## src/logic/mem_pkg.sv

```systemverilog
package mem_pkg;

  // Byte address width of the memory port
  localparam int ADDR_W = 32;

  // Byte stride between consecutive 32-bit words
  localparam int WORD_BYTES = 4;

endpackage

```

## src/logic/crypt_pkg.sv

```systemverilog
package crypt_pkg;

  // Word width seen by the engine and the controller
  localparam int DATA_W = 32;

  // Run sequencing states of the controller
  typedef enum logic [3:0] {
    IDLE              = 4'd0,
    STARTING          = 4'd1,
    REQUEST_DATA      = 4'd2,
    REQUEST_DATA_WAIT = 4'd3,
    WORKING           = 4'd4,
    SEND_DATA         = 4'd5,
    SEND_DATA_WAIT    = 4'd6,
    MEMORY_WRITE_WAIT = 4'd7,
    FINISHED          = 4'd8
  } crypt_state_t;

endpackage
```

## src/logic/crypt_top.sv

```systemverilog
`timescale 1ns/1ps

module crypt_top #(
  parameter int N_WORDS = 4,
  localparam int IDX_W = (N_WORDS > 1) ? $clog2(N_WORDS) : 1
) (
  input  logic                         clk,
  input  logic                         reset_n,
  input  logic                         clear_i,
  input  logic                         cfg_we_i,
  input  logic [1:0]                   cfg_addr_i,
  input  logic [crypt_pkg::DATA_W-1:0] cfg_wdata_i,
  output logic                         mem_req_o,
  output logic                         mem_we_o,
  output logic [mem_pkg::ADDR_W-1:0]   mem_addr_o,
  output logic [crypt_pkg::DATA_W-1:0] mem_wdata_o,
  input  logic                         mem_gnt_i,
  input  logic                         mem_rvalid_i,
  input  logic [crypt_pkg::DATA_W-1:0] mem_rdata_i,
  output logic                         busy_o,
  output logic                         done_o
);

  logic [mem_pkg::ADDR_W-1:0]   src_base, dst_base, rd_addr, wr_addr;
  logic [crypt_pkg::DATA_W-1:0] key, rd_data, wr_data, out_word;
  logic                         start, stream_ready, rd_req, wr_req, rd_done, wr_done;
  logic                         load_en, mix_start;
  logic [IDX_W-1:0]             load_idx, out_idx;

  cfg_decode u_cfg_decode (
    .clk, .reset_n, .cfg_we_i, .cfg_addr_i, .cfg_wdata_i,
    .busy_i(busy_o), .src_base_o(src_base), .dst_base_o(dst_base),
    .key_o(key), .start_o(start)
  );

  crypt_fsm #(.N_WORDS(N_WORDS)) u_crypt_fsm (
    .clk, .reset_n, .clear_i, .start_i(start),
    .src_base_i(src_base), .dst_base_i(dst_base),
    .stream_ready_i(stream_ready), .rd_done_i(rd_done), .wr_done_i(wr_done),
    .out_word_i(out_word), .rd_req_o(rd_req), .rd_addr_o(rd_addr),
    .wr_req_o(wr_req), .wr_addr_o(wr_addr), .wr_data_o(wr_data),
    .load_en_o(load_en), .load_idx_o(load_idx), .mix_start_o(mix_start),
    .out_idx_o(out_idx), .busy_o, .done_o
  );

  block_mixer #(.N_WORDS(N_WORDS)) u_block_mixer (
    .clk, .reset_n, .load_en_i(load_en), .load_idx_i(load_idx),
    .load_data_i(rd_data), .key_i(key), .mix_start_i(mix_start),
    .out_idx_i(out_idx), .out_word_o(out_word)
  );

  mem_streamer u_mem_streamer (
    .clk, .reset_n, .clear_i, .rd_req_i(rd_req), .rd_addr_i(rd_addr),
    .wr_req_i(wr_req), .wr_addr_i(wr_addr), .wr_data_i(wr_data),
    .mem_gnt_i, .mem_rvalid_i, .mem_rdata_i,
    .stream_ready_o(stream_ready), .rd_done_o(rd_done), .rd_data_o(rd_data),
    .wr_done_o(wr_done), .mem_req_o, .mem_we_o, .mem_addr_o, .mem_wdata_o
  );

endmodule

```

## src/logic/mem_streamer.sv

```systemverilog
`timescale 1ns/1ps

module mem_streamer (
  input  logic                         clk,
  input  logic                         reset_n,
  input  logic                         clear_i,
  input  logic                         rd_req_i,
  input  logic [mem_pkg::ADDR_W-1:0]   rd_addr_i,
  input  logic                         wr_req_i,
  input  logic [mem_pkg::ADDR_W-1:0]   wr_addr_i,
  input  logic [crypt_pkg::DATA_W-1:0] wr_data_i,
  input  logic                         mem_gnt_i,
  input  logic                         mem_rvalid_i,
  input  logic [crypt_pkg::DATA_W-1:0] mem_rdata_i,
  output logic                         stream_ready_o,
  output logic                         rd_done_o,
  output logic [crypt_pkg::DATA_W-1:0] rd_data_o,
  output logic                         wr_done_o,
  output logic                         mem_req_o,
  output logic                         mem_we_o,
  output logic [mem_pkg::ADDR_W-1:0]   mem_addr_o,
  output logic [crypt_pkg::DATA_W-1:0] mem_wdata_o
);

  logic rd_wait_q;
  logic accept;
  logic granted;

  // Reads take priority if both come together
  assign accept  = stream_ready_o && (rd_req_i || wr_req_i);
  assign granted = mem_req_o && mem_gnt_i;

  always_ff @(posedge clk or negedge reset_n) begin
    if (!reset_n) begin
      mem_req_o <= 1'b0;
      mem_we_o  <= 1'b0;
      rd_wait_q <= 1'b0;
    end else if (clear_i) begin
      mem_req_o <= 1'b0;
      rd_wait_q <= 1'b0;
    end else if (accept) begin
      mem_req_o <= 1'b1;
      mem_we_o  <= !rd_req_i;
    end else if (granted) begin
      mem_req_o <= 1'b0;
      rd_wait_q <= !mem_we_o;
    end else if (rd_done_o) begin
      rd_wait_q <= 1'b0;
    end
  end

  // Held steady while the request waits for a grant
  always_ff @(posedge clk) begin
    if (accept) begin
      mem_addr_o  <= rd_req_i ? rd_addr_i : wr_addr_i;
      mem_wdata_o <= wr_data_i;
    end
  end

  assign stream_ready_o = !mem_req_o && !rd_wait_q;
  assign wr_done_o      = granted && mem_we_o;
  assign rd_done_o      = rd_wait_q && mem_rvalid_i;
  assign rd_data_o      = mem_rdata_i;

endmodule

```

## src/logic/block_mixer.sv

```systemverilog
`timescale 1ns/1ps

module block_mixer #(
  parameter int N_WORDS = 4,
  localparam int IDX_W = (N_WORDS > 1) ? $clog2(N_WORDS) : 1
) (
  input  logic                         clk,
  input  logic                         reset_n,
  input  logic                         load_en_i,
  input  logic [IDX_W-1:0]             load_idx_i,
  input  logic [crypt_pkg::DATA_W-1:0] load_data_i,
  input  logic [crypt_pkg::DATA_W-1:0] key_i,
  input  logic                         mix_start_i,
  input  logic [IDX_W-1:0]             out_idx_i,
  output logic [crypt_pkg::DATA_W-1:0] out_word_o
);

  localparam int DW = crypt_pkg::DATA_W;

  logic [DW-1:0] in_q  [N_WORDS];
  logic [DW-1:0] res_q [N_WORDS];

  // Whiten with the key, rotate left by 8, fold in the next word
  function automatic logic [DW-1:0] mix_word(input logic [DW-1:0] cur,
                                             input logic [DW-1:0] nxt,
                                             input logic [DW-1:0] key);
    logic [DW-1:0] t;
    t = cur ^ key;
    return {t[DW-9:0], t[DW-1:DW-8]} ^ nxt;
  endfunction

  always_ff @(posedge clk) begin
    if (load_en_i) begin
      in_q[load_idx_i] <= load_data_i;
    end
  end

  // All result words in one cycle
  always_ff @(posedge clk or negedge reset_n) begin
    if (!reset_n) begin
      for (int i = 0; i < N_WORDS; i++) res_q[i] <= '0;
    end else if (mix_start_i) begin
      for (int i = 0; i < N_WORDS; i++) begin
        res_q[i] <= mix_word(in_q[i], in_q[(i + 1) % N_WORDS], key_i);
      end
    end
  end

  assign out_word_o = res_q[out_idx_i];

endmodule

```

## src/logic/crypt_fsm.sv

```systemverilog
`timescale 1ns/1ps

module crypt_fsm #(
  parameter int N_WORDS = 4,
  localparam int IDX_W = (N_WORDS > 1) ? $clog2(N_WORDS) : 1
) (
  input  logic                         clk,
  input  logic                         reset_n,
  input  logic                         clear_i,
  input  logic                         start_i,
  input  logic [mem_pkg::ADDR_W-1:0]   src_base_i,
  input  logic [mem_pkg::ADDR_W-1:0]   dst_base_i,
  input  logic                         stream_ready_i,
  input  logic                         rd_done_i,
  input  logic                         wr_done_i,
  input  logic [crypt_pkg::DATA_W-1:0] out_word_i,
  output logic                         rd_req_o,
  output logic [mem_pkg::ADDR_W-1:0]   rd_addr_o,
  output logic                         wr_req_o,
  output logic [mem_pkg::ADDR_W-1:0]   wr_addr_o,
  output logic [crypt_pkg::DATA_W-1:0] wr_data_o,
  output logic                         load_en_o,
  output logic [IDX_W-1:0]             load_idx_o,
  output logic                         mix_start_o,
  output logic [IDX_W-1:0]             out_idx_o,
  output logic                         busy_o,
  output logic                         done_o
);

  localparam logic [IDX_W-1:0] LAST_IDX = IDX_W'(N_WORDS - 1);

  crypt_pkg::crypt_state_t state_q;
  crypt_pkg::crypt_state_t state_d;

  logic [IDX_W-1:0]           cnt_q;
  logic                       cnt_inc;
  logic [mem_pkg::ADDR_W-1:0] word_off;

  always_ff @(posedge clk or negedge reset_n) begin
    if (!reset_n) begin
      state_q <= crypt_pkg::IDLE;
    end else if (clear_i) begin
      state_q <= crypt_pkg::IDLE;
    end else begin
      state_q <= state_d;
    end
  end

  // Word counter restarts on entry to the read and write phases
  always_ff @(posedge clk or negedge reset_n) begin
    if (!reset_n) begin
      cnt_q <= '0;
    end else if (state_q == crypt_pkg::STARTING || state_q == crypt_pkg::WORKING) begin
      cnt_q <= '0;
    end else if (cnt_inc) begin
      cnt_q <= cnt_q + 1'b1;
    end
  end

  always_comb begin
    state_d = state_q;
    cnt_inc = 1'b0;
    case (state_q)
      crypt_pkg::IDLE: begin
        if (start_i) state_d = crypt_pkg::STARTING;
      end
      crypt_pkg::STARTING: state_d = crypt_pkg::REQUEST_DATA;
      crypt_pkg::REQUEST_DATA: begin
        if (stream_ready_i) state_d = crypt_pkg::REQUEST_DATA_WAIT;
      end
      crypt_pkg::REQUEST_DATA_WAIT: begin
        if (rd_done_i) begin
          if (cnt_q == LAST_IDX) begin
            state_d = crypt_pkg::WORKING;
          end else begin
            state_d = crypt_pkg::REQUEST_DATA;
            cnt_inc = 1'b1;
          end
        end
      end
      // Block result is ready one cycle later
      crypt_pkg::WORKING: state_d = crypt_pkg::SEND_DATA;
      crypt_pkg::SEND_DATA: begin
        if (stream_ready_i) state_d = crypt_pkg::SEND_DATA_WAIT;
      end
      crypt_pkg::SEND_DATA_WAIT: begin
        if (wr_done_i) state_d = crypt_pkg::MEMORY_WRITE_WAIT;
      end
      crypt_pkg::MEMORY_WRITE_WAIT: begin
        if (stream_ready_i) begin
          if (cnt_q == LAST_IDX) begin
            state_d = crypt_pkg::FINISHED;
          end else begin
            state_d = crypt_pkg::SEND_DATA;
            cnt_inc = 1'b1;
          end
        end
      end
      crypt_pkg::FINISHED: state_d = crypt_pkg::IDLE;
      default: state_d = crypt_pkg::IDLE;
    endcase
  end

  // Byte offset of the current word
  assign word_off = {{(mem_pkg::ADDR_W - IDX_W){1'b0}}, cnt_q} * mem_pkg::WORD_BYTES;

  assign rd_req_o    = (state_q == crypt_pkg::REQUEST_DATA) && stream_ready_i;
  assign rd_addr_o   = src_base_i + word_off;
  assign wr_req_o    = (state_q == crypt_pkg::SEND_DATA) && stream_ready_i;
  assign wr_addr_o   = dst_base_i + word_off;
  assign wr_data_o   = out_word_i;
  assign load_en_o   = (state_q == crypt_pkg::REQUEST_DATA_WAIT) && rd_done_i;
  assign load_idx_o  = cnt_q;
  assign mix_start_o = (state_q == crypt_pkg::WORKING);
  assign out_idx_o   = cnt_q;
  assign busy_o      = (state_q != crypt_pkg::IDLE);
  assign done_o      = (state_q == crypt_pkg::FINISHED);

endmodule

```

## src/logic/cfg_decode.sv

```systemverilog
`timescale 1ns/1ps

module cfg_decode (
  input  logic                         clk,
  input  logic                         reset_n,
  input  logic                         cfg_we_i,
  input  logic [1:0]                   cfg_addr_i,
  input  logic [crypt_pkg::DATA_W-1:0] cfg_wdata_i,
  input  logic                         busy_i,
  output logic [mem_pkg::ADDR_W-1:0]   src_base_o,
  output logic [mem_pkg::ADDR_W-1:0]   dst_base_o,
  output logic [crypt_pkg::DATA_W-1:0] key_o,
  output logic                         start_o
);

  // Register map
  localparam logic [1:0] REG_SRC   = 2'd0;
  localparam logic [1:0] REG_DST   = 2'd1;
  localparam logic [1:0] REG_KEY   = 2'd2;
  localparam logic [1:0] REG_START = 2'd3;

  logic cfg_wr;

  // Config is locked from the start pulse until the run ends
  assign cfg_wr = cfg_we_i && !busy_i && !start_o;

  always_ff @(posedge clk) begin
    if (cfg_wr) begin
      case (cfg_addr_i)
        REG_SRC: src_base_o <= cfg_wdata_i[mem_pkg::ADDR_W-1:0];
        REG_DST: dst_base_o <= cfg_wdata_i[mem_pkg::ADDR_W-1:0];
        REG_KEY: key_o      <= cfg_wdata_i;
        default: ;
      endcase
    end
  end

  // One-cycle start, the cycle after the write
  always_ff @(posedge clk or negedge reset_n) begin
    if (!reset_n) begin
      start_o <= 1'b0;
    end else begin
      start_o <= cfg_wr && (cfg_addr_i == REG_START);
    end
  end

endmodule

```

## config.mk

```make
export PLATFORM = sky130hd
export DESIGN_NAME = crypt_top
export DESIGN_NICKNAME = d
export VERILOG_FILES = /design/src/logic/mem_pkg.sv /design/src/logic/crypt_pkg.sv /design/src/logic/crypt_top.sv /design/src/logic/mem_streamer.sv /design/src/logic/block_mixer.sv /design/src/logic/crypt_fsm.sv /design/src/logic/cfg_decode.sv
export SDC_FILE = /design/constraint.sdc
export NUM_CORES = 1
export LEC_CHECK = 0
export BUFFER_PORTS_ARGS = -buffer_cell sky130_fd_sc_hd__buf_2
export CAP_MARGIN = 10
export CELL_PAD_IN_SITES_DETAIL_PLACEMENT = 2
export CELL_PAD_IN_SITES_GLOBAL_PLACEMENT = 2
export CORE_ASPECT_RATIO = 1.1
export CORE_MARGIN = 2
export CORE_UTILIZATION = 45
export DETAILED_ROUTE_END_ITERATION = 10
export PLACE_DENSITY = 0.93
export SLEW_MARGIN = 20
export SYNTH_ARGS = -nofsm -noshare
export SYNTH_HDL_FRONTEND = slang
export SYNTH_SLANG_ARGS = --single-unit
```

## constraint.sdc

```tcl
create_clock -name clk -period 8.9 [get_ports clk]
set_input_delay 0.445 -clock clk [delete_from_list [all_inputs] [get_ports clk]]
set_output_delay 0.445 -clock clk [all_outputs]
set_load 0.05 [all_outputs]
```

==> results of run 1 <==
[worst paths after layout]
check                                                           from                                       to  slack [ps]  cells after the start
worst max-delay path              u_crypt_fsm.state_q[3]$_DFFE_PN0P_  u_mem_streamer.mem_addr_o[25]$_DFFE_PP_        4430                     11
worst min-delay path                                 cfg_wdata_i[13]    u_cfg_decode.src_base_o[13]$_DFFE_PP_          70                      1
worst max register to register    u_crypt_fsm.state_q[3]$_DFFE_PN0P_  u_mem_streamer.mem_addr_o[25]$_DFFE_PP_        4430                     11
worst min register to register  u_block_mixer.res_q[103]$_DFFE_PN0P_     u_block_mixer.res_q[103]$_DFFE_PN0P_         480                      2
max in group asynchronous                                    reset_n      u_block_mixer.res_q[45]$_DFFE_PN0P_        7020                      3
min in group asynchronous                                    reset_n     u_block_mixer.res_q[103]$_DFFE_PN0P_         540                      2
[per-stage QoR]
| step | area, um2 | hold WS (ps) | power, W |
|---|---|---|---|
| 2_1_floorplan | 18200 | 149 | 0.00248 |
| 3_3_place_gp | 19500 | 456 | 0.00259 |
| 3_5_place_dp | 19500 | 470 | 0.00262 |
| 4_1_cts | 21000 | 42.6 | 0.00459 |
| 5_1_grt | 21000 | 56.4 | 0.00467 |
| 6_report | 21000 | 71.1 | 0.00456 |
[registers in the layout (all words and copies together), names as in the netlist]
| register | flops |
|---|---|
| u_block_mixer.in_q | 128 |
| u_block_mixer.res_q | 128 |
| u_cfg_decode.dst_base_o | 32 |
| u_cfg_decode.key_o | 32 |
| u_cfg_decode.src_base_o | 32 |
| u_mem_streamer.mem_addr_o | 32 |
| u_mem_streamer.mem_wdata_o | 32 |
| u_crypt_fsm.state_q | 4 |
| u_crypt_fsm.load_idx_o | 2 |
| u_cfg_decode.start_o | 1 |
| u_mem_streamer.mem_req_o | 1 |
| u_mem_streamer.mem_we_o | 1 |
| u_mem_streamer.rd_wait_q | 1 |
[cells in the mapped netlist, types with 2 or more instances]
| master | n |
|---|---|
| nand4_1 | 8 |
| a21oi_1 | 11 |
| a22o_1 | 2 |
| nor2_1 | 28 |
| dfrtp_1 | 138 |
| and2_1 | 5 |
| o21ai_0 | 132 |
| a21o_1 | 2 |
| edfxtp_1 | 288 |
| and3_1 | 8 |
| buf_1 | 12 |
| nor2b_1 | 2 |
| ha_1 | 6 |
| nor3_1 | 23 |
| a2111oi_0 | 2 |
| nor3b_1 | 3 |
| nand2_1 | 167 |
| clkbuf_1 | 34 |
| nor4_1 | 3 |
| buf_2 | 10 |
| xor2_1 | 135 |
| mux4_2 | 32 |
| nor4b_1 | 3 |
| inv_1 | 5 |
| and4_1 | 2 |
| nand2b_1 | 4 |
| a31oi_1 | 9 |
| mux2i_1 | 28 |
| nand3_1 | 13 |
| o21a_1 | 2 |
| xnor2_1 | 159 |
[kinds of logic after synthesis]
family | share of synthesized area, %
multiplexers | 5.50
AND/OR/NAND/NOR | 7.08
XOR/XNOR | 14.1
adder cells (fa/ha/maj) | 0.522
AO/OA/AOI/OAI | 4.94
buffers and inverters | 1.33
flip-flops | 66.5
[routing by layer]
metal	GRT usage [%]	vias up	part of all wire [%]
met5	0	-	0.058
met4	12.2	6	3.7
met3	5.74	134	5.8
met2	52.1	465	51
met1	36.6	6156	39
li1	-	4899	-
[final cells by class]
class | instances | area (um2) | share of cell area, %
sequential | 426 | 12100 | 57.6
multi-input combinational | 808 | 5880 | 28.0
clock buffer | 68 | 1350 | 6.40
timing repair buffer | 156 | 836 | 3.98
tap | 513 | 642 | 3.06
clock inverter | 16 | 168 | 0.798
inverter | 5 | 18.8 | 0.0894
antenna | 3 | 7.51 | 0.0357
[worst reg2reg max path: stages (launching register included)]
cell,delay (ps)
dfrtp_1,570
or4_4,670
nor2_4,500
nand2_1,150
nand2_1,180
ha_1,300
a21oi_1,660
a21oi_1,140
a22oi_2,510
nor3_1,160
xnor2_1,210
mux2i_1,140
[power groups by stage]
| stage | clock network, W | registers (W) | logic (W) |
|---|---|---|---|
| final | 0.00197 | 0.00225 | 0.000346 |
| after global routing | 0.00206 | 0.00225 | 0.000365 |
| after CTS | 0.00200 | 0.00225 | 0.000347 |
| after detailed placement | 0 | 0.00228 | 0.000336 |
| after global placement | 0 | 0.00228 | 0.000314 |
| after floorplan | 0 | 0.00233 | 0.000142 |
[timing repair]
item | CTS | global route
buffers inserted | 0 | 0
hold endpoints to repair | 82 | 0
hold buffers | 1 | 0
==> run metrics, run 1 <==
top-area cell type share of the netlist area between 40% and 50%; most frequent cells in the layout edfxtp_1 (288), nand2_1 (167), xnor2_1 (159); Seq/Total Area, Yosys 66.5%; FF+latch count, synth between 400 and 500; Power Dens Cells ~220 nW/um2; Fmax between 0.2 and 0.25 GHz; number of global-route vias before repair roughly 13000; grt total ovfl 0; Total Routing Usage GR between 20% and 30%; maximum clock path buffer count 3; Crit-path slowest cell or4_4; Worst Clk Skew ~18 ps; Top FF cell, synth edfxtp_1; CTS sink cnt 426; Max Slew Vio Count 0; Leak between 7 and 8 nW; Startpoint Class register; Fin. Hold Viols 0; DR vias between 10000 and 15000; WL per Instance 30.9 um; Yosys warning count 0; post-route setup TNS 0 ps; syn_area_per_cell about 14 um2; Psw between 0.001 and 0.0015 W; first-pass GRT wire length 90.9 mm; Filler cells approximately 3700; Die W slightly below 200 um; Die Span Y 215 um; Netlist cell types 50; min Tclk post-route around 4500 ps; critical path's largest stage delay approximately 670 ps; top post-synthesis cells by area edfxtp_1 (48%), dfrtp_1 (19%), xnor2_1 (7.7%); share of layout cells above drive strength 1 18.5%; final cell count without fillers 1995; critical path class reg2reg; Syn Inst Count approximately 1300; worst hold path class in2reg; Worst EP arrival 4780 ps; placed cell count about 1900; GPL Wtd Cong about 0.87; TritonRoute pass-1 iters 7; Via density 5.84; Initial Util 45.4%; commonest non-fill, non-tap cell in the layout edfxtp_1; Core ar. roughly 40000 um2; Max-cap violations 0; setup slack at placement slightly below 5000 ps; Reg power frac 49.3%; period utilization around 50%; VDD IR max about 180 uV; I/O pins 140; Worst slew margin a little over a third; Comb power frac 7.6%; Clock Tree Root clkbuf_16; async set-reset flop share out of synthesis around a third; post-route setup slack 4430 ps; status finished, final reports clean; syn_nets 1374; synthesized cell area about 18000 um2; dominant cell type by area after synthesis edfxtp_1; Worst-Margin Slew around 960 ps; CTS tree yes; die footprint ~42000 um2; drt drc 0; Switching Fraction 25.2%; TritonCTS Buffers 45; Layout Nets between 1500 and 2000; Area growth, synth to finish 15.4%; post-route ant nets 0; DPL Wire Length a little under 40 mm; Worst-path clk slew approximately 60 ps; CP delay by family, top simple AND/OR/NAND/NOR gates; RSZ-0062 raised after global routing no; worst skew pair latency just under 600 ps; IO buf count roughly 140; level count of the clock H-tree 2; Row Count just under 80; CP Cell Sequence or4_4, nor2_4, nand2_1, nand2_1, ha_1, a21oi_1, a21oi_1, a22oi_2, nor3_1, xnor2_1, mux2i_1; Worst Path Max Fanout 18; number of synthesized flops with an enable pin between 200 and 300; Internal Pwr Total approximately 0.0034 W; Bufs and invs on worst path 0; CP required around 9200 ps; Finish-stage setup viols 0; initial antenna violation count 7; largest net degree at the start of global routing between 100 and 150; CP Capture Type register; Total Wirelength between 60 and 70 mm; clock power share 43.1%; DR iter-0 viols between 1000 and 1500; final core area utilization between 50% and 60%; post-CTS sizing 0
No activity file was read; power rests on OpenSTA's default activity.
==> run 2, diff against run 1 <==
Settings changed: CORE_UTILIZATION 45 to 39, PLACE_DENSITY 0.93 to 0.86.
Clock period 8.9 ns to 3.8 ns, I/O delays scaled along.
==> run metrics, run 2 (synthesized netlist as in run 1, its figures left out) <==
status finished, final reports clean; Die Span Y 231 um (+7.3%); Worst-Margin Slew 1030 ps (+64.1 ps); IO buf count 139 (unchanged); Total Wirelength 61.9 mm (+0.22%); R2R Setup Slk 290 ps (-4140 ps); Switching Fraction 25.3% (+0.088 points); Max-cap violations 0 (unchanged); setup slack at placement 445 ps (-4400 ps); WL per Instance 28.8 um (-7.0%); CP Capture Type register; Leak 8.03 nW (+4.0%); Die W 210 um (+7.3%); Max Slew Vio Count 0 (unchanged); die footprint 48400 um2 (+15%); post-route ant nets 0 (unchanged); Power Dens Cells 486 nW/um2 (+120%); Total Routing Usage GR 25.8% (-4.0 points); worst skew pair latency 580 ps (about the same); Fmax 0.285 GHz (+27%); min Tclk post-route 3510 ps (-961 ps); level count of the clock H-tree 2 (unchanged); commonest non-fill, non-tap cell in the layout edfxtp_1; CP required 4110 ps (-5100 ps); maximum clock path buffer count 3 (unchanged); GPL Wtd Cong 0.851 (-2.6%); hold_ws 44.5 ps (-26.6 ps); Via density 5.47 (-6.3%); Reg power frac 49.6% (+0.3 points); Fin. Hold Viols 0 (unchanged); Area growth, synth to finish 19.8%; largest net degree at the start of global routing 116 (-10%); TritonCTS Buffers 44 (-2.2%); Startpoint Class register; I/O pins 140 (unchanged); Layout Nets 1597 (+5.0%); DPL Wire Length 38.3 mm (-1.3%); worst hold path class in2reg; VDD IR max 438 uV (+150%); most frequent cells in the layout edfxtp_1 (288), nand2_1 (167), xnor2_1 (159); post-route setup slack 290 ps (-4140 ps); Psw 0.00268 W (+130%); RSZ-0062 raised after global routing no; critical path class reg2reg; first-pass GRT wire length 91.1 mm (+0.22%); number of global-route vias before repair 13400 (+1.4%); CTS tree yes; Worst Clk Skew 21.9 ps (+3.47 ps); Worst EP arrival 3820 ps (-960 ps); TritonRoute pass-1 iters 5 (-2); Core ar. 46400 um2 (+16%); top flop regs u_block_mixer.in_q: 128 flops, u_block_mixer.res_q: 128 flops; post-CTS sizing 0 (unchanged); drt drc 0 (unchanged); Worst-path clk slew 70 ps (about the same); Finish-stage setup viols 0 (unchanged); Comb power frac 8.3% (+0.7 points); share of layout cells above drive strength 1 17.7% (-0.75 points); grt total ovfl 0 (unchanged); DR iter-0 viols 812 (-27%); period utilization 92.4% (+42 points); Row Count 83 (+7.8%); Clock Tree Root clkbuf_16; Worst Path Max Fanout 7 (-11); Internal Pwr Total 0.00792 W (+130%); DR vias 11800 (+0.90%); CTS sink cnt 426 (unchanged); Initial Util 39.2% (-6.2 points); Worst slew margin 31.5% (-3.7 points); clock power share 42.0% (-1.1 points); initial antenna violation count 1 (-6)
-- run 2: cell count changes in the layout (fill, tap and decap cells not counted), sizes merged --
cell	delta
diode	-2
clkbuf	-3
buf	+7
dlygate4sd3	+69
inv	+1
-- run 2: power by group through the flow --
| stage | sequential (W) | clock [W] | combinational, W |
|---|---|---|---|
| global route | 0.00527 | 0.00465 | 0.000931 |
| floorplan | 0.00547 | 0 | 0.000332 |
| detailed placement | 0.00535 | 0 | 0.000794 |
| global placement | 0.00534 | 0 | 0.000752 |
| CTS | 0.00526 | 0.00448 | 0.000869 |
| finish | 0.00526 | 0.00445 | 0.000883 |
-- run 2: final timing paths --
path	endpoint	cells past startpoint	startpoint
max in group asynchronous	u_block_mixer.res_q[100]$_DFFE_PN0P_	3	reset_n
hold reg to reg	u_block_mixer.res_q[115]$_DFFE_PN0P_	2	u_block_mixer.res_q[115]$_DFFE_PN0P_
setup reg to reg	u_mem_streamer.mem_addr_o[31]$_DFFE_PP_	12	u_crypt_fsm.state_q[3]$_DFFE_PN0P_
setup / recovery	u_mem_streamer.mem_addr_o[31]$_DFFE_PP_	12	u_crypt_fsm.state_q[3]$_DFFE_PN0P_
min in group asynchronous	u_block_mixer.res_q[104]$_DFFE_PN0P_	2	reset_n
hold / removal	u_mem_streamer.rd_wait_q$_DFFE_PN0P_	4	mem_gnt_i
-- run 2: timing repair --
action                                 CTS  global route
hold buffers                            70             0
endpoints found under the hold margin  340             0
setup endpoints to repair                0             0
setup buffers                            0             0
-- run 2: per-stage QoR --
step	setup TNS (ps)	cells	instance area [um2]	power, W	utilization [%]
after floorplan	-30880	1295	18200	0.00580	-
after global placement	0	1997	19700	0.00609	42.4
after detailed placement	0	1997	19700	0.00614	42.4
after CTS	0	2148	21800	0.0106	47.0
after global routing	0	2149	21800	0.0109	47.0
final	0	2149	21800	0.0106	47.0
-- run 2: layout make-up --
| cell class | instances | area [um2] |
|---|---|---|
| timing repair buffer | 233 | 1620 |
| sequential | 426 | 12100 |
| clock inverter | 17 | 169 |
| antenna | 1 | 2.50 |
| clock buffer | 64 | 1270 |
| tap | 595 | 744 |
| inverter | 5 | 18.8 |
| multi-input combinational | 808 | 5880 |
| fill | 4360 | 24600 |
-- run 2: per-layer routing --
metal	wire length [um]	up-vias	global-route usage (%)
li1	-	5038	-
met1	24500	6150	30.8
met2	31900	430	46.2
met3	2840	147	4.23
met4	2610	0	11.3
met5	0	-	0
-- run 2: worst max-delay path, cell delays in order, from the launching register on --
cell	delay, ps
dfrtp_1	420
nor4_4	500
nand2_1	240
nand2_1	150
nand2_1	110
ha_1	350
a21oi_1	100
buf_4	170
a21oi_1	150
a22oi_2	190
or3_4	480
nor3b_2	250
xnor2_1	110
